### src/logic/uart_pkg.sv
package uart_pkg;

  // Word offsets of the register map, offset 7 is reserved
  typedef enum logic [2:0] {
    addr_txdata = 3'd0,
    addr_rxdata = 3'd1,
    addr_txctrl = 3'd2,
    addr_rxctrl = 3'd3,
    addr_ie     = 3'd4,
    addr_ip     = 3'd5,
    addr_div    = 3'd6
  } reg_addr_e;

  // Wishbone access sequencing
  typedef enum logic [1:0] {
    bus_idle,
    bus_access,
    bus_respond
  } bus_state_e;

  localparam int fifo_depth = 8;
  localparam int ptr_width = $clog2(fifo_depth);

  // Fill level spans 0 to fifo_depth
  localparam int level_width = 4;
  localparam int watermark_width = 3;

  localparam int clock_freq_hz = 250_000_000;

  // 115200 baud at the system clock
  localparam logic [15:0] div_init = 16'(clock_freq_hz / 115200 - 1);

endpackage

### src/logic/uart_bus_fsm.sv
`timescale 1ns/1ns

module uart_bus_fsm (
  input  logic        clock,
  input  logic        reset,
  input  logic        wb_cyc,
  input  logic        wb_stb,
  input  logic        wb_we,
  input  logic [31:0] rd_data,
  output logic        bank_wr_en,
  output logic        bank_rd_en,
  output logic        wb_ack,
  output logic [31:0] wb_dat_r
);

  uart_pkg::bus_state_e state;
  uart_pkg::bus_state_e state_next;

  always_comb begin
    state_next = state;
    case (state)
      uart_pkg::bus_idle: begin
        if (wb_cyc && wb_stb) begin
          state_next = uart_pkg::bus_access;
        end
      end
      uart_pkg::bus_access: begin
        state_next = uart_pkg::bus_respond;
      end
      default: begin
        state_next = uart_pkg::bus_idle;
      end
    endcase
  end

  always_ff @(posedge clock or posedge reset) begin
    if (reset) begin
      state <= uart_pkg::bus_idle;
    end else begin
      state <= state_next;
    end
  end

  // Exactly one bank strobe per request
  assign bank_wr_en = (state == uart_pkg::bus_access) && wb_we;
  assign bank_rd_en = (state == uart_pkg::bus_access) && !wb_we;

  assign wb_ack = (state == uart_pkg::bus_respond);

  // Bank read word settles in respond, after any pop in access
  assign wb_dat_r = (state == uart_pkg::bus_respond) ? rd_data : '0;

  // Ack answers a request still held during access, for one cycle only
  ack_single_cycle: assert property (
    @(posedge clock) disable iff (reset) wb_ack |-> $past(wb_cyc && wb_stb) ##1 !wb_ack
  );

endmodule

### src/logic/uart_fifo.sv
`timescale 1ns/1ns

module uart_fifo (
  input  logic                             clock,
  input  logic                             reset,
  input  logic                             push,
  input  logic                             pop,
  input  logic [7:0]                       wr_data,
  output logic [7:0]                       rd_data,
  output logic [uart_pkg::level_width-1:0] level
);

  logic [7:0]                     mem [uart_pkg::fifo_depth];
  logic [uart_pkg::ptr_width-1:0] wr_ptr;
  logic [uart_pkg::ptr_width-1:0] rd_ptr;
  logic                           full;
  logic                           empty;
  logic                           do_push;
  logic                           do_pop;

  assign full  = (level == uart_pkg::fifo_depth);
  assign empty = (level == '0);

  // Pop frees the head slot in the same cycle
  assign do_push = push && (!full || pop);
  assign do_pop  = pop && !empty;

  always_ff @(posedge clock) begin
    if (do_push) begin
      mem[wr_ptr] <= wr_data;
    end
  end

  always_ff @(posedge clock or posedge reset) begin
    if (reset) begin
      wr_ptr <= '0;
      rd_ptr <= '0;
      level  <= '0;
    end else begin
      if (do_push) begin
        wr_ptr <= wr_ptr + 1'b1;
      end
      if (do_pop) begin
        rd_ptr <= rd_ptr + 1'b1;
      end
      case ({do_push, do_pop})
        2'b10:   level <= level + 1'b1;
        2'b01:   level <= level - 1'b1;
        default: level <= level;
      endcase
    end
  end

  assign rd_data = mem[rd_ptr];

  // Overflowing push is lost, pointers still meet at full
  overflow_dropped: assert property (
    @(posedge clock) disable iff (reset)
    (full && push && !pop) |=>
      (level == uart_pkg::fifo_depth) && $stable(wr_ptr) && (wr_ptr == rd_ptr)
  );

endmodule

### src/logic/uart_tx.sv
`timescale 1ns/1ns

module uart_tx (
  input  logic        clock,
  input  logic        reset,
  input  logic        txen,
  input  logic        nstop,
  input  logic        fifo_empty,
  input  logic [15:0] div,
  input  logic [7:0]  data,
  output logic        pop,
  output logic        txd
);

  typedef enum logic [1:0] {
    tx_idle,
    tx_start,
    tx_data,
    tx_stop
  } tx_state_e;

  tx_state_e   state;
  logic [15:0] baud_cnt;
  logic [2:0]  bit_cnt;
  logic [7:0]  shift;
  logic        bit_done;

  // Each bit lasts div + 1 clocks
  assign bit_done = (baud_cnt == div);
  assign pop = (state == tx_idle) && txen && !fifo_empty;

  always_ff @(posedge clock or posedge reset) begin
    if (reset) begin
      state    <= tx_idle;
      baud_cnt <= '0;
      bit_cnt  <= '0;
      txd      <= 1'b1;
    end else begin
      if ((state == tx_idle) || bit_done) begin
        baud_cnt <= '0;
      end else begin
        baud_cnt <= baud_cnt + 1'b1;
      end
      case (state)
        tx_idle: begin
          if (pop) begin
            txd   <= 1'b0;
            state <= tx_start;
          end
        end
        tx_start: begin
          if (bit_done) begin
            txd     <= shift[0];
            bit_cnt <= '0;
            state   <= tx_data;
          end
        end
        tx_data: begin
          if (bit_done) begin
            if (bit_cnt == 3'd7) begin
              txd     <= 1'b1;
              bit_cnt <= '0;
              state   <= tx_stop;
            end else begin
              txd     <= shift[0];
              bit_cnt <= bit_cnt + 1'b1;
            end
          end
        end
        default: begin
          if (bit_done) begin
            // Second stop bit when nstop is set
            if (nstop && (bit_cnt == 3'd0)) begin
              bit_cnt <= 3'd1;
            end else begin
              state <= tx_idle;
            end
          end
        end
      endcase
    end
  end

  // LSB first
  always_ff @(posedge clock) begin
    if (pop) begin
      shift <= data;
    end else if (bit_done && ((state == tx_start) || (state == tx_data))) begin
      shift <= shift >> 1;
    end
  end

endmodule

### src/logic/uart_rx.sv
`timescale 1ns/1ns

module uart_rx (
  input  logic        clock,
  input  logic        reset,
  input  logic        rxen,
  input  logic        rxd,
  input  logic [15:0] div,
  output logic        push,
  output logic [7:0]  data
);

  typedef enum logic [1:0] {
    rx_idle,
    rx_start,
    rx_data,
    rx_stop
  } rx_state_e;

  rx_state_e   state;
  logic        rxd_meta;
  logic        rxd_sync;
  logic [15:0] baud_cnt;
  logic [2:0]  bit_cnt;
  logic        half_done;
  logic        bit_done;
  logic        restart;

  always_ff @(posedge clock or posedge reset) begin
    if (reset) begin
      rxd_meta <= 1'b1;
      rxd_sync <= 1'b1;
    end else begin
      rxd_meta <= rxd;
      rxd_sync <= rxd_meta;
    end
  end

  // Half a bit to reach the middle of the start bit
  assign half_done = (baud_cnt == (div >> 1));
  assign bit_done  = (baud_cnt == div);
  assign restart   = (state == rx_idle) || ((state == rx_start) ? half_done : bit_done);

  always_ff @(posedge clock or posedge reset) begin
    if (reset) begin
      state    <= rx_idle;
      baud_cnt <= '0;
      bit_cnt  <= '0;
      push     <= 1'b0;
    end else begin
      push <= 1'b0;
      if (restart) begin
        baud_cnt <= '0;
      end else begin
        baud_cnt <= baud_cnt + 1'b1;
      end
      case (state)
        rx_idle: begin
          if (rxen && !rxd_sync) begin
            state <= rx_start;
          end
        end
        rx_start: begin
          if (half_done) begin
            // Glitch shorter than half a bit
            state   <= rxd_sync ? rx_idle : rx_data;
            bit_cnt <= '0;
          end
        end
        rx_data: begin
          if (bit_done) begin
            bit_cnt <= bit_cnt + 1'b1;
            if (bit_cnt == 3'd7) begin
              state <= rx_stop;
            end
          end
        end
        default: begin
          if (bit_done) begin
            push  <= rxd_sync;
            state <= rx_idle;
          end
        end
      endcase
      if (!rxen) begin
        state <= rx_idle;
      end
    end
  end

  always_ff @(posedge clock) begin
    if ((state == rx_data) && bit_done) begin
      data <= {rxd_sync, data[7:1]};
    end
  end

endmodule

### src/logic/uart_bank.sv
`timescale 1ns/1ns

module uart_bank (
  input  logic                             clock,
  input  logic                             reset,
  input  logic                             bank_wr_en,
  input  logic                             bank_rd_en,
  input  logic [2:0]                       addr,
  input  logic [31:0]                      wr_data,
  output logic [31:0]                      rd_data,
  output logic                             tx_push,
  output logic                             rx_pop,
  output logic [7:0]                       tx_fifo_wr_data,
  input  logic [7:0]                       rx_fifo_rd_data,
  input  logic [uart_pkg::level_width-1:0] tx_level,
  input  logic [uart_pkg::level_width-1:0] rx_level,
  output logic                             txen,
  output logic                             rxen,
  output logic                             nstop,
  output logic [15:0]                      div,
  output logic                             interrupt
);

  logic [uart_pkg::watermark_width-1:0] txcnt;
  logic [uart_pkg::watermark_width-1:0] rxcnt;
  logic                                 tx_ie;
  logic                                 rx_ie;
  logic [7:0]                           rx_data_q;
  logic                                 rx_empty_q;
  logic                                 tx_full;
  logic                                 rx_empty;
  logic                                 tx_pending;
  logic                                 rx_pending;
  logic                                 wr_txdata;
  logic                                 wr_txctrl;
  logic                                 wr_rxctrl;
  logic                                 wr_ie;
  logic                                 wr_div;
  logic                                 rd_rxdata;

  assign wr_txdata = bank_wr_en && (addr == uart_pkg::addr_txdata);
  assign wr_txctrl = bank_wr_en && (addr == uart_pkg::addr_txctrl);
  assign wr_rxctrl = bank_wr_en && (addr == uart_pkg::addr_rxctrl);
  assign wr_ie     = bank_wr_en && (addr == uart_pkg::addr_ie);
  assign wr_div    = bank_wr_en && (addr == uart_pkg::addr_div);
  assign rd_rxdata = bank_rd_en && (addr == uart_pkg::addr_rxdata);

  assign tx_full  = (tx_level == uart_pkg::fifo_depth);
  assign rx_empty = (rx_level == '0);

  // Writes to a full transmit FIFO are dropped
  assign tx_push         = wr_txdata && !tx_full;
  assign tx_fifo_wr_data = wr_data[7:0];
  assign rx_pop          = rd_rxdata && !rx_empty;

  always_ff @(posedge clock or posedge reset) begin
    if (reset) begin
      txen  <= 1'b0;
      nstop <= 1'b0;
      txcnt <= '0;
      rxen  <= 1'b0;
      rxcnt <= '0;
      tx_ie <= 1'b0;
      rx_ie <= 1'b0;
      div   <= uart_pkg::div_init;
    end else begin
      if (wr_txctrl) begin
        txen  <= wr_data[0];
        nstop <= wr_data[1];
        txcnt <= wr_data[18:16];
      end
      if (wr_rxctrl) begin
        rxen  <= wr_data[0];
        rxcnt <= wr_data[18:16];
      end
      if (wr_ie) begin
        tx_ie <= wr_data[0];
        rx_ie <= wr_data[1];
      end
      if (wr_div) begin
        div <= wr_data[15:0];
      end
    end
  end

  // Byte and empty flag as seen just before the pop
  always_ff @(posedge clock or posedge reset) begin
    if (reset) begin
      rx_data_q  <= '0;
      rx_empty_q <= 1'b1;
    end else begin
      if (rd_rxdata) begin
        rx_empty_q <= rx_empty;
      end
      if (rx_pop) begin
        rx_data_q <= rx_fifo_rd_data;
      end
    end
  end

  // Watermark conditions
  assign tx_pending = (tx_level < {1'b0, txcnt});
  assign rx_pending = (rx_level > {1'b0, rxcnt});
  assign interrupt  = (tx_pending && tx_ie) || (rx_pending && rx_ie);

  always_comb begin
    case (addr)
      uart_pkg::addr_txdata: rd_data = {tx_full, 31'b0};
      uart_pkg::addr_rxdata: rd_data = {rx_empty_q, 23'b0, rx_data_q};
      uart_pkg::addr_txctrl: rd_data = {13'b0, txcnt, 14'b0, nstop, txen};
      uart_pkg::addr_rxctrl: rd_data = {13'b0, rxcnt, 15'b0, rxen};
      uart_pkg::addr_ie:     rd_data = {30'b0, rx_ie, tx_ie};
      uart_pkg::addr_ip:     rd_data = {30'b0, rx_pending, tx_pending};
      uart_pkg::addr_div:    rd_data = {16'b0, div};
      default:               rd_data = '0;
    endcase
  end

  tx_push_below_depth: assert property (
    @(posedge clock) disable iff (reset) tx_push |-> (tx_level < uart_pkg::fifo_depth)
  );

  // Pop only from a FIFO whose level is in range
  rx_pop_not_empty: assert property (
    @(posedge clock) disable iff (reset)
    rx_pop |-> (rx_level != '0) && (rx_level <= uart_pkg::fifo_depth)
  );

endmodule

### src/logic/uart_top.sv
`timescale 1ns/1ns

module uart_top (
  input  logic        clock,
  input  logic        reset,
  input  logic        wb_cyc,
  input  logic        wb_stb,
  input  logic        wb_we,
  input  logic [2:0]  wb_adr,
  input  logic [31:0] wb_dat_w,
  output logic [31:0] wb_dat_r,
  output logic        wb_ack,
  output logic        txd,
  input  logic        rxd,
  output logic        interrupt
);

  logic                             bank_wr_en;
  logic                             bank_rd_en;
  logic [31:0]                      rd_data;
  logic                             tx_push;
  logic                             rx_pop;
  logic [7:0]                       tx_fifo_wr_data;
  logic [7:0]                       rx_fifo_rd_data;
  logic [uart_pkg::level_width-1:0] tx_level;
  logic [uart_pkg::level_width-1:0] rx_level;
  logic                             txen;
  logic                             rxen;
  logic                             nstop;
  logic [15:0]                      div;
  logic                             tx_pop;
  logic [7:0]                       tx_fifo_rd_data;
  logic                             tx_fifo_empty;
  logic                             rx_push;
  logic [7:0]                       rx_byte;

  assign tx_fifo_empty = (tx_level == '0);

  uart_bus_fsm u_bus_fsm (
    .clock      (clock),
    .reset      (reset),
    .wb_cyc     (wb_cyc),
    .wb_stb     (wb_stb),
    .wb_we      (wb_we),
    .rd_data    (rd_data),
    .bank_wr_en (bank_wr_en),
    .bank_rd_en (bank_rd_en),
    .wb_ack     (wb_ack),
    .wb_dat_r   (wb_dat_r)
  );

  uart_bank u_bank (
    .clock           (clock),
    .reset           (reset),
    .bank_wr_en      (bank_wr_en),
    .bank_rd_en      (bank_rd_en),
    .addr            (wb_adr),
    .wr_data         (wb_dat_w),
    .rd_data         (rd_data),
    .tx_push         (tx_push),
    .rx_pop          (rx_pop),
    .tx_fifo_wr_data (tx_fifo_wr_data),
    .rx_fifo_rd_data (rx_fifo_rd_data),
    .tx_level        (tx_level),
    .rx_level        (rx_level),
    .txen            (txen),
    .rxen            (rxen),
    .nstop           (nstop),
    .div             (div),
    .interrupt       (interrupt)
  );

  uart_fifo u_tx_fifo (
    .clock   (clock),
    .reset   (reset),
    .push    (tx_push),
    .pop     (tx_pop),
    .wr_data (tx_fifo_wr_data),
    .rd_data (tx_fifo_rd_data),
    .level   (tx_level)
  );

  uart_fifo u_rx_fifo (
    .clock   (clock),
    .reset   (reset),
    .push    (rx_push),
    .pop     (rx_pop),
    .wr_data (rx_byte),
    .rd_data (rx_fifo_rd_data),
    .level   (rx_level)
  );

  uart_tx u_tx (
    .clock      (clock),
    .reset      (reset),
    .txen       (txen),
    .nstop      (nstop),
    .fifo_empty (tx_fifo_empty),
    .div        (div),
    .data       (tx_fifo_rd_data),
    .pop        (tx_pop),
    .txd        (txd)
  );

  uart_rx u_rx (
    .clock (clock),
    .reset (reset),
    .rxen  (rxen),
    .rxd   (rxd),
    .div   (div),
    .push  (rx_push),
    .data  (rx_byte)
  );

endmodule

### config.mk
export PLATFORM = sky130hd
export DESIGN_NAME = uart_top
export DESIGN_NICKNAME = d
export VERILOG_FILES = /design/src/logic/uart_pkg.sv /design/src/logic/uart_bus_fsm.sv /design/src/logic/uart_fifo.sv /design/src/logic/uart_tx.sv /design/src/logic/uart_rx.sv /design/src/logic/uart_bank.sv /design/src/logic/uart_top.sv
export SDC_FILE = /design/constraint.sdc
export NUM_CORES = 1
export LEC_CHECK = 0
export BUFFER_PORTS_ARGS = -buffer_cell sky130_fd_sc_hd__buf_2
export CORE_MARGIN = 2
export CORE_UTILIZATION = 45
export DETAILED_ROUTE_END_ITERATION = 8
export GPL_ROUTABILITY_DRIVEN = 0
export PLACE_DENSITY = 0.67
export SLEW_MARGIN = 20
export SYNTH_ARGS = -nofsm -noshare
export SYNTH_HDL_FRONTEND = slang
export SYNTH_SLANG_ARGS = --single-unit
### constraint.sdc
create_clock -name clock -period 3.06 [get_ports clock]
set_clock_uncertainty 0.1 [all_clocks]
set_input_delay 0.306 -clock clock [delete_from_list [all_inputs] [get_ports clock]]
set_output_delay 0.306 -clock clock [all_outputs]
set_load 0.02 [all_outputs]
==> results of run 1 <==
-- worst max-delay path: cells and delay by family (launching register included) --
kind | cells | cell delay, ns
compound gates | 3 | 0.45
fa+ha+maj | 1 | 0.28
buf+inv | 2 | 0.20
flops | 1 | 0.34
simple gates | 3 | 0.70
-- cell families after synthesis --
kind of cell / count (synthesis) / share of synthesized area [%]
DFF: 248 / 61.3
and+or+nand+nor: 228 / 9.55
xor gates and xnor gates: 89 / 6.88
muxes: 85 / 11.4
buffers and inverters: 77 / 3.23
AOI/OAI and AO/OA: 73 / 4.02
adders and majority gates: 32 / 3.67
other: 1 / 0.0331
-- sequential cells by signal, indices dropped and copies added (netlist names), 4 cells and up --
| signal | count |
|---|---|
| u_rx_fifo.level | 4 |
| u_tx_fifo.mem | 64 |
| u_rx.data | 8 |
| u_tx_fifo.level | 4 |
| u_bank.div | 16 |
| u_bank.rx_data_q | 8 |
| u_rx.baud_cnt | 16 |
| u_tx.shift | 8 |
| u_rx_fifo.mem | 64 |
| u_tx.baud_cnt | 16 |
-- cells in the final DEF, fill, tap and decap left out, drive strengths merged, types with 6 or more instances in the layout --
master and count:
and3 22, nor4 12, mux2 28, inv 31, nand4 8, a21oi 16, nor2 80, ha 30
edfxtp 144, mux4 32, nand3 13, dlygate4sd3 16, dfrtp 94, clkbuf 30, xnor2 21, conb 12
buf 86, nor2b 6, nand2b 8, nor3 10, o21ai 30, xor2 68, clkinv 10, nand2 56
dfstp 10, mux2i 25
-- how the worst max path moves through the flow --
stage / slack, ns / depth (start not counted) / to / start
finish: 0.17 / 9 / wb_dat_r[1] / u_bank.rxcnt[1]$_DFFE_PP0P_
detailed placement: 0.35 / 8 / wb_dat_r[1] / u_rx_fifo.level[1]$_DFFE_PP0P_
global route: 0.02 / 9 / wb_dat_r[1] / u_bank.rxcnt[1]$_DFFE_PP0P_
CTS: 0.05 / 7 / wb_dat_r[0] / u_tx_fifo.level[1]$_DFFE_PP0P_
floorplan: 0.48 / 12 / u_tx_fifo.level[3]$_DFFE_PP0P_ / u_tx.state[0]$_DFFE_PP0P_
global placement: 0.36 / 8 / wb_dat_r[1] / u_rx_fifo.level[1]$_DFFE_PP0P_
-- power by group through the flow --
stage | registers [mW] | clock network [mW] | logic [mW]
finish | 4.05 | 3.26 | 1.33
global route | 4.09 | 3.47 | 1.50
detailed placement | 4.12 | 0 | 1.32
floorplan | 3.95 | 0 | 1.11
CTS | 4.06 | 3.33 | 1.35
global placement | 4.12 | 0 | 1.30
-- cell type report --
class                      count  area [um2]  share of cell area (%)
clock inverter                16         199                    1.51
clock buffer                  30         687                    5.22
sequential                   248        6940                    52.8
inverter                      32         124                   0.942
tap                          330         413                    3.14
multi-input combinational    519        4090                    31.1
timing repair buffer         102         699                    5.32
antenna                        1        2.50                  0.0190
-- what timing repair did --
item / CTS / global route
buffers inserted: 2 / 0
hold buffers: 16 / 0
resized for setup: 5 / 3
endpoints found under the setup margin: 1 / 2
gates cloned: 0 / 0
endpoints found under the hold margin: 70 / 0
pin swaps: 2 / 2
-- per-layer routing --
metal	GRT usage [%]	routed length, um	vias to the layer above
met3	2.90	842	39
met5	0	29	-
met4	4.87	537	4
met2	31.5	11700	121
met1	22.8	10000	3349
li1	-	-	3167
==> results_dict.tcl, run 1 <==
set metrics [dict create \
    drt_iter0_drc 428 \
    ys_seq_area_share_pct 61.3 \
    pre_cts_slack_ns 0.347 \
    groute.usage.overall_pct 17.8 \
    hold_viol 0 \
    comb_power_share_pct 15.4 \
    yosys.cell_types.count 53 \
    p_int_mw 6.41 \
    portBuffers 50 \
    hp-class "input pin to flip-flop" \
    power.total_mw 8.65 \
    drive_above_1_share_pct 21.5 \
    tightest_slew_ns 0.847 \
    clockBufferDepth 3 \
    dp_cells 1213 \
    synth_most_common_cell "edfxtp_1" \
    hold_path_end "u_tx_fifo.mem[4][5]$_DFFE_PP_" \
    slowest_stage "or4b_4" \
    vias_per_cell 5.23 \
    grt_pass1_vias 6646 \
    reg2reg_from "u_bus_fsm.state[1]$_DFFE_PP0P_" \
    ant_nets 0 \
    wl_per_cell_um 18.1 \
    holdWs_ns 0.0147 \
    yosys.area.top_type_share_pct 38.2 \
    grt_pass1_wl_um 36400 \
    switching_power_mw 2.23 \
    timing.slew.headroom_pct 43.4 \
    cts.sinks 248 \
    holdPathStages 1 \
    fin_nets 1002 \
    finalCritPeriodShare_pct 94.5 \
    ys_warn_count 0 \
    dieArea_um2 26500 \
    synthCells 833 \
    clkPwrFrac_pct 37.7 \
    critPathMaxStageDelay_ns 0.50 \
    async_flop_share_pct 41.9 \
    stdcell_count 1278 \
    fin_crit_ns 2.89 \
    synth_commonest_cells "edfxtp_1, dfrtp_1, nor2_1" \
    seqPwrFrac_pct 46.9 \
    root_buffer "clkbuf_16" \
    required_ns 2.65 \
    die_w_um 163 \
    finalMaxSlewViolations 0 \
    cp-start-kind "flip-flop" \
    cap_violations 0 \
    syn_avg_cell_area_um2 13.6 \
    cts_tree "yes" \
    fin_util_pct 52.7 \
    crit_chain "inv_1 -> ha_1 -> nor2b_1 -> o21ai_0 -> a32oi_1 -> nor3b_1 -> or4b_4 -> a21oi_4 -> buf_6" \
    hold_path_startpoint "wb_dat_w[5]" \
    synth-edff-count 144 \
    outcome "complete, no violations" \
    antenna_found_initial 3 \
    fmax_mhz 346 \
    grt_max_degree 39 \
    cts_buffers 26 \
    syn-cell-area_um2 11300 \
    sw_frac_of_total_pct 25.8 \
    peakVddDrop_v 0.000464 \
    nFillCells 2092 \
    crit_path_max_fanout 2 \
    path_class "flip-flop to output port" \
    post-route-drc-count 0 \
    final.setup.tns_ns 0 \
    critical_path_arrival_ns 2.49 \
    r2r_end "u_tx_fifo.level[3]$_DFFE_PP0P_" \
    grt_overflow 0 \
    stdcell_area_um2 13200 \
    reg2reg_depth 12 \
    place_area_um2 12100 \
    htreeDepth 1 \
    yosysTopAreaCell "edfxtp_1" \
    start_util_pct 45.4 \
    power_leakage_nw 5.45 \
    rsz0062_at_grt "false" \
    layout_setup_ws_ns 0.168 \
    core_um2 25000 \
    clk_latency_ns 0.52 \
    dr.pass1.iters 4 \
    layout-area-overhead-vs-synth_pct 16.1 \
    die_h_um 163 \
    placementRows 58 \
    crit_path_end_kind "output port" \
    finalWirelength_um 23100 \
    pin_count 76 \
    setup_viol 0 \
    synth_ff_type "edfxtp_1" \
    dpl.hpwl_um 15700 \
    ys_seq_elements 248 \
    reg2reg_slack_ns 0.43 \
    synthTopCellsByArea "edfxtp_1, dfrtp_1, mux4_2, xor2_1, ha_1" \
    p_per_area_nw_per_um2 657 \
    clk_pin_slew_ns 0.06 \
    vias 6680 \
]
Note: power is estimated with default switching activity, not from simulation.
==> inputs of run 2 (changes only) <==
Settings changed: PLACE_DENSITY 0.67 to 0.76.
==> run 2 against run 1 <==
Utilization decreased by 0.72 points. Power decreased by 2.9%. Cell area decreased by 1.4%. Clock power decreased by 8.3%. Critical endpoint unchanged. Clock-buffer cell count decreased by 3. Via count increased by 0.97%. Non-clock buffer count decreased by 8. Combinational power about the same. Flip-flop and latch count unchanged. Global-route usage about the same. Largest cell class unchanged.
==> results_dict.tcl, run 2 (synthesized netlist as in run 1, its figures left out) <==
set metrics [dict create \
    die_h_um 163 \
    pin_count 76 \
    clkPwrFrac_pct 35.7 \
    hold_viol 0 \
    holdWs_ns 0.00952 \
    ant_nets 0 \
    peakVddDrop_v 0.000604 \
    reg2reg_slack_ns 0.43 \
    cts.sinks 248 \
    p_int_mw 6.14 \
    crit_start "u_rx_fifo.level[1]$_DFFE_PP0P_" \
    r2r_end "u_tx_fifo.level[3]$_DFFE_PP0P_" \
    tightest_slew_ns 0.838 \
    crit_path_end_kind "output port" \
    rsz0062_at_grt "false" \
    core_um2 25000 \
    start_util_pct 45.4 \
    dpl.hpwl_um 15800 \
    drive_above_1_share_pct 21.1 \
    grt_pass1_wl_um 36700 \
    finalWirelength_um 23300 \
    drt_iter0_drc 614 \
    nFillCells 2064 \
    seqPwrFrac_pct 48.5 \
    reg2reg_from "u_bus_fsm.state[1]$_DFFE_PP0P_" \
    grt_pass1_vias 6773 \
    fin_crit_ns 2.95 \
    layout-area-overhead-vs-synth_pct 14.5 \
    critical_path_arrival_ns 2.55 \
    setup_viol 0 \
    placementRows 58 \
    grt_overflow 0 \
    critPathCapture "wb_dat_r[1]" \
    finalMaxSlewViolations 0 \
    crit_path_max_fanout 2 \
    portBuffers 50 \
    power_leakage_nw 5.37 \
    timing.slew.headroom_pct 44.1 \
    cap_violations 0 \
    cts_tree "yes" \
    wl_per_cell_um 18.3 \
    layout_commonest_cell "edfxtp_1" \
    clockBufferDepth 3 \
    holdPathStages 1 \
    clk_latency_ns 0.52 \
    groute.usage.overall_pct 17.8 \
    fin_util_pct 52.0 \
    sw_frac_of_total_pct 26.9 \
    outcome "complete, no violations" \
    finalCritPeriodShare_pct 96.5 \
    p_per_area_nw_per_um2 647 \
    reg_top3 "u_rx_fifo.mem x64, u_tx_fifo.mem x64" \
    dieArea_um2 26500 \
    vias 6745 \
    vias_per_cell 5.32 \
    final.setup.tns_ns 0 \
    die_w_um 163 \
    grt_max_degree 65 \
    post-route-drc-count 0 \
    final_cell_mix "edfxtp_1, dfrtp_1, nor2_1, xor2_1, nand2_1" \
    comb_power_share_pct 15.9 \
    switching_power_mw 2.26 \
    root_buffer "clkbuf_16" \
    htreeDepth 1 \
    cts_buffers 25 \
    clk_pin_slew_ns 0.06 \
    antenna_found_initial 4 \
    cp-start-kind "flip-flop" \
    required_ns 2.65 \
    fin_nets 993 \
    hp-class "input pin to flip-flop" \
    dr.pass1.iters 5 \
    reg2reg_depth 12 \
    fmax_mhz 339 \
    path_class "flip-flop to output port" \
]
-- run 2: cell count changes in the layout (fill, tap and decap cells not counted), moves of 2 or more --
cell | previous run | this run
buf_4 | 35 | 31
bufinv_16 | 5 | 3
clkbuf_16 | 27 | 25
clkinv_2 | 3 | 6
dlygate4sd3_1 | 16 | 14
-- run 2: how the worst min path moves through the flow --
| stage | start | endpoint |
|---|---|---|
| 2_1_floorplan | rxd | u_rx.rxd_meta$_DFF_PP1_ |
| 3_3_place_gp | reset | u_bank.rx_data_q[3]$_DFFE_PP0P_ |
| 3_5_place_dp | reset | u_bank.rx_data_q[3]$_DFFE_PP0P_ |
| 4_1_cts | wb_dat_w[7] | u_tx_fifo.mem[4][7]$_DFFE_PP_ |
| 5_1_grt | wb_dat_w[6] | u_tx_fifo.mem[6][6]$_DFFE_PP_ |
| 6_report | wb_dat_w[6] | u_tx_fifo.mem[6][6]$_DFFE_PP_ |
-- run 2: repair_timing --
item	4_1_cts	5_1_grt
setup buffers	2	0
hold buffers	14	0
gates resized for setup	5	1
gates cloned	0	0
pin swaps	2	0
hold endpoints to repair	62	0
setup endpoints to repair	1	1
-- run 2: power by group through the flow --
stage	clock network, mW	logic (mW)	registers [mW]
after floorplan	0	1.11	3.95
after global placement	0	1.26	4.13
after detailed placement	0	1.30	4.14
after CTS	3.04	1.33	4.07
after global routing	3.17	1.49	4.11
final	2.99	1.33	4.07
-- run 2: final cells by class --
class | instances | area (um2) | area share [%]
Tap cell | 330 | 413 | 3.18
Timing Repair Buffer | 94 | 618 | 4.76
Antenna cell | 1 | 2.50 | 0.0193
Clock inverter | 18 | 166 | 1.28
Multi-Input combinational cell | 519 | 4080 | 31.4
Clock buffer | 27 | 633 | 4.88
Inverter | 32 | 124 | 0.955
Sequential cell | 248 | 6940 | 53.5
-- run 2: routing by layer --
| metal | vias up | track usage (%) | share of wire, % |
|---|---|---|---|
| li1 | 3140 | - | - |
| met1 | 3416 | 23.2 | 43 |
| met2 | 148 | 31.3 | 50 |
| met3 | 37 | 2.72 | 4.6 |
| met4 | 4 | 4.63 | 2.3 |
| met5 | - | 0 | 0.073 |
-- run 2: metrics by stage --
step	instance area, um2	worst slack, ns	total power, mW	std cells
floorplan	11400	0.478	5.07	844
global placement	12000	0.347	5.39	1207
detailed placement	12000	0.369	5.44	1207
CTS	13000	0.0886	8.45	1268
global route	13000	0.00862	8.77	1269
finish	13000	0.108	8.40	1269
-- run 2: critical path, stage by stage, from the launching register on --
cell	delay, ns
dfrtp_2	0.40
ha_1	0.29
nor2b_1	0.11
o21ai_0	0.08
a32oi_1	0.23
nor3b_1	0.08
or4b_4	0.48
a21oi_2	0.19
buf_4	0.17
==> inputs of run 3 (changes only) <==
Settings changed: PLACE_DENSITY 0.76 to 0.73.
Clock period 3.06 ns to 3.65 ns, I/O delays scaled along.
==> run 3 against run 2 <==
Die area did not move. Wire length fell by 2.8%. Clock power fell by 11%. Via count fell by 2.8%. Critical path type unchanged. Critical endpoint unchanged. Largest cell class unchanged. Highest routed layer unchanged.
==> results_dict.tcl, run 3 (synthesized netlist as in run 1, its figures left out) <==
set metrics [dict create \
    htreeDepth 1 \
    fin_nets 975 \
    final_cell_mix "edfxtp_1, dfrtp_1, nor2_1, xor2_1, nand2_1" \
    grt_pass1_vias 6814 \
    timing.slew.headroom_pct 29.0 \
    crit_start "u_rx_fifo.level[1]$_DFFE_PP0P_" \
    p_per_area_nw_per_um2 555 \
    setup_viol 0 \
    post-cts-setup-buffers 0 \
    finalCritPeriodShare_pct 93.3 \
    cap_violations 0 \
    fin_crit_ns 3.41 \
    antenna_found_initial 2 \
    critical_path_arrival_ns 2.94 \
    pin_count 76 \
    crit_path_max_fanout 6 \
    finalMaxSlewViolations 0 \
    critPathCapture "wb_dat_r[1]" \
    rsz0062_at_grt "false" \
    hp-class "input pin to flip-flop" \
    grt_max_degree 66 \
    required_ns 3.18 \
    outcome "complete, no violations" \
    fmax_mhz 294 \
    tightest_slew_ns 1.06 \
    power.total_mw 7.16 \
    cts_hold_buf 13 \
    crit_path_end_kind "output port" \
    reg_top3 "u_rx_fifo.mem x64, u_tx_fifo.mem x64" \
    drt_iter0_drc 389 \
    vias 6557 \
    final.setup.tns_ns 0 \
    reg2reg_from "u_bus_fsm.state[1]$_DFFE_PP0P_" \
    root_buffer "clkbuf_16" \
    peakVddDrop_v 0.000430 \
    post-route-drc-count 0 \
    reg2reg_slack_ns 0.96 \
    cts.sinks 248 \
    finalWirelength_um 22600 \
    ant_nets 0 \
    die_w_um 163 \
    stdcell_count 1254 \
    vias_per_cell 5.23 \
    dp_cells 1190 \
    dr.pass1.iters 4 \
    nFillCells 2124 \
    drive_above_1_share_pct 19.8 \
    grt_pass1_wl_um 36200 \
    clk_pin_slew_ns 0.06 \
    layout-area-overhead-vs-synth_pct 13.9 \
    cp-start-kind "flip-flop" \
    cts_tree "yes" \
    path_class "flip-flop to output port" \
    dpl.hpwl_um 15600 \
    hold_viol 0 \
    placementRows 58 \
    groute.usage.overall_pct 17.5 \
    die_h_um 163 \
    portBuffers 50 \
    r2r_end "u_tx_fifo.level[3]$_DFFE_PP0P_" \
    layout_commonest_cell "edfxtp_1" \
    clk_latency_ns 0.54 \
    cts_buffers 27 \
    grt_overflow 0 \
    wl_per_cell_um 18.0 \
    power_leakage_nw 5.31 \
    start_util_pct 45.4 \
    dieArea_um2 26500 \
    clockBufferDepth 3 \
    core_um2 25000 \
    cts_repair_resize_count 0 \
    reg2reg_depth 12 \
]
[run 3: layer usage]
layer	up-vias	wire (um)	track usage [%]
li1	3118	-	-
met1	3279	9830	22.8
met2	115	11300	29.9
met3	43	863	3.00
met4	2	640	5.51
met5	-	16	0
[run 3: metrics by stage]
stage | utilization, % | instance area [um2] | hold slack (ns) | setup slack (ns)
2_1_floorplan | - | 11400 | 0.245 | 0.469
3_3_place_gp | 47.6 | 11900 | 0.248 | 0.814
3_5_place_dp | 47.6 | 11900 | 0.249 | 0.767
4_1_cts | 51.7 | 12900 | 0.0105 | 0.240
5_1_grt | 51.7 | 12900 | 0.0338 | 0.132
6_report | 51.7 | 12900 | 0.0259 | 0.243
[run 3: cell type report]
cell class	count	area, um2	area share (%)
Clock buffer	37	743	5.76
Timing Repair Buffer	74	475	3.69
Clock inverter	13	135	1.05
Antenna cell	1	2.50	0.0194
Sequential cell	248	6940	53.8
Multi-Input combinational cell	519	4070	31.5
Tap cell	330	413	3.20
Inverter	32	123	0.951
[run 3: critical path, stage by stage (launching register included)]
cell	delay, ns
dfrtp_1	0.44
ha_1	0.33
nor2b_1	0.12
o21ai_0	0.08
a32oi_1	0.24
nor3b_1	0.08
or4b_2	0.61
a21oi_1	0.28
buf_2	0.23
[run 3: worst min path at each step]
| stage | from | to | slack (ns) | depth (start not counted) |
|---|---|---|---|---|
| after detailed placement | u_rx.rxd_meta$_DFF_PP1_ | u_rx.rxd_sync$_DFF_PP1_ | 0.25 | 0 |
| after floorplan | u_rx.rxd_meta$_DFF_PP1_ | u_rx.rxd_sync$_DFF_PP1_ | 0.25 | 0 |
| after CTS | wb_dat_w[2] | u_tx_fifo.mem[7][2]$_DFFE_PP_ | 0.01 | 1 |
| after global placement | u_rx.rxd_meta$_DFF_PP1_ | u_rx.rxd_sync$_DFF_PP1_ | 0.25 | 0 |
| final | wb_dat_w[2] | u_tx_fifo.mem[6][2]$_DFFE_PP_ | 0.03 | 1 |
| after global routing | wb_dat_w[2] | u_tx_fifo.mem[6][2]$_DFFE_PP_ | 0.03 | 1 |
[run 3: where the power goes]
group | internal, mW | switching, mW | total [mW]
clock | 1.57 | 1.08 | 2.66
combinational | 0.537 | 0.550 | 1.09
sequential | 3.14 | 0.285 | 3.42
total | 5.25 | 1.92 | 7.16
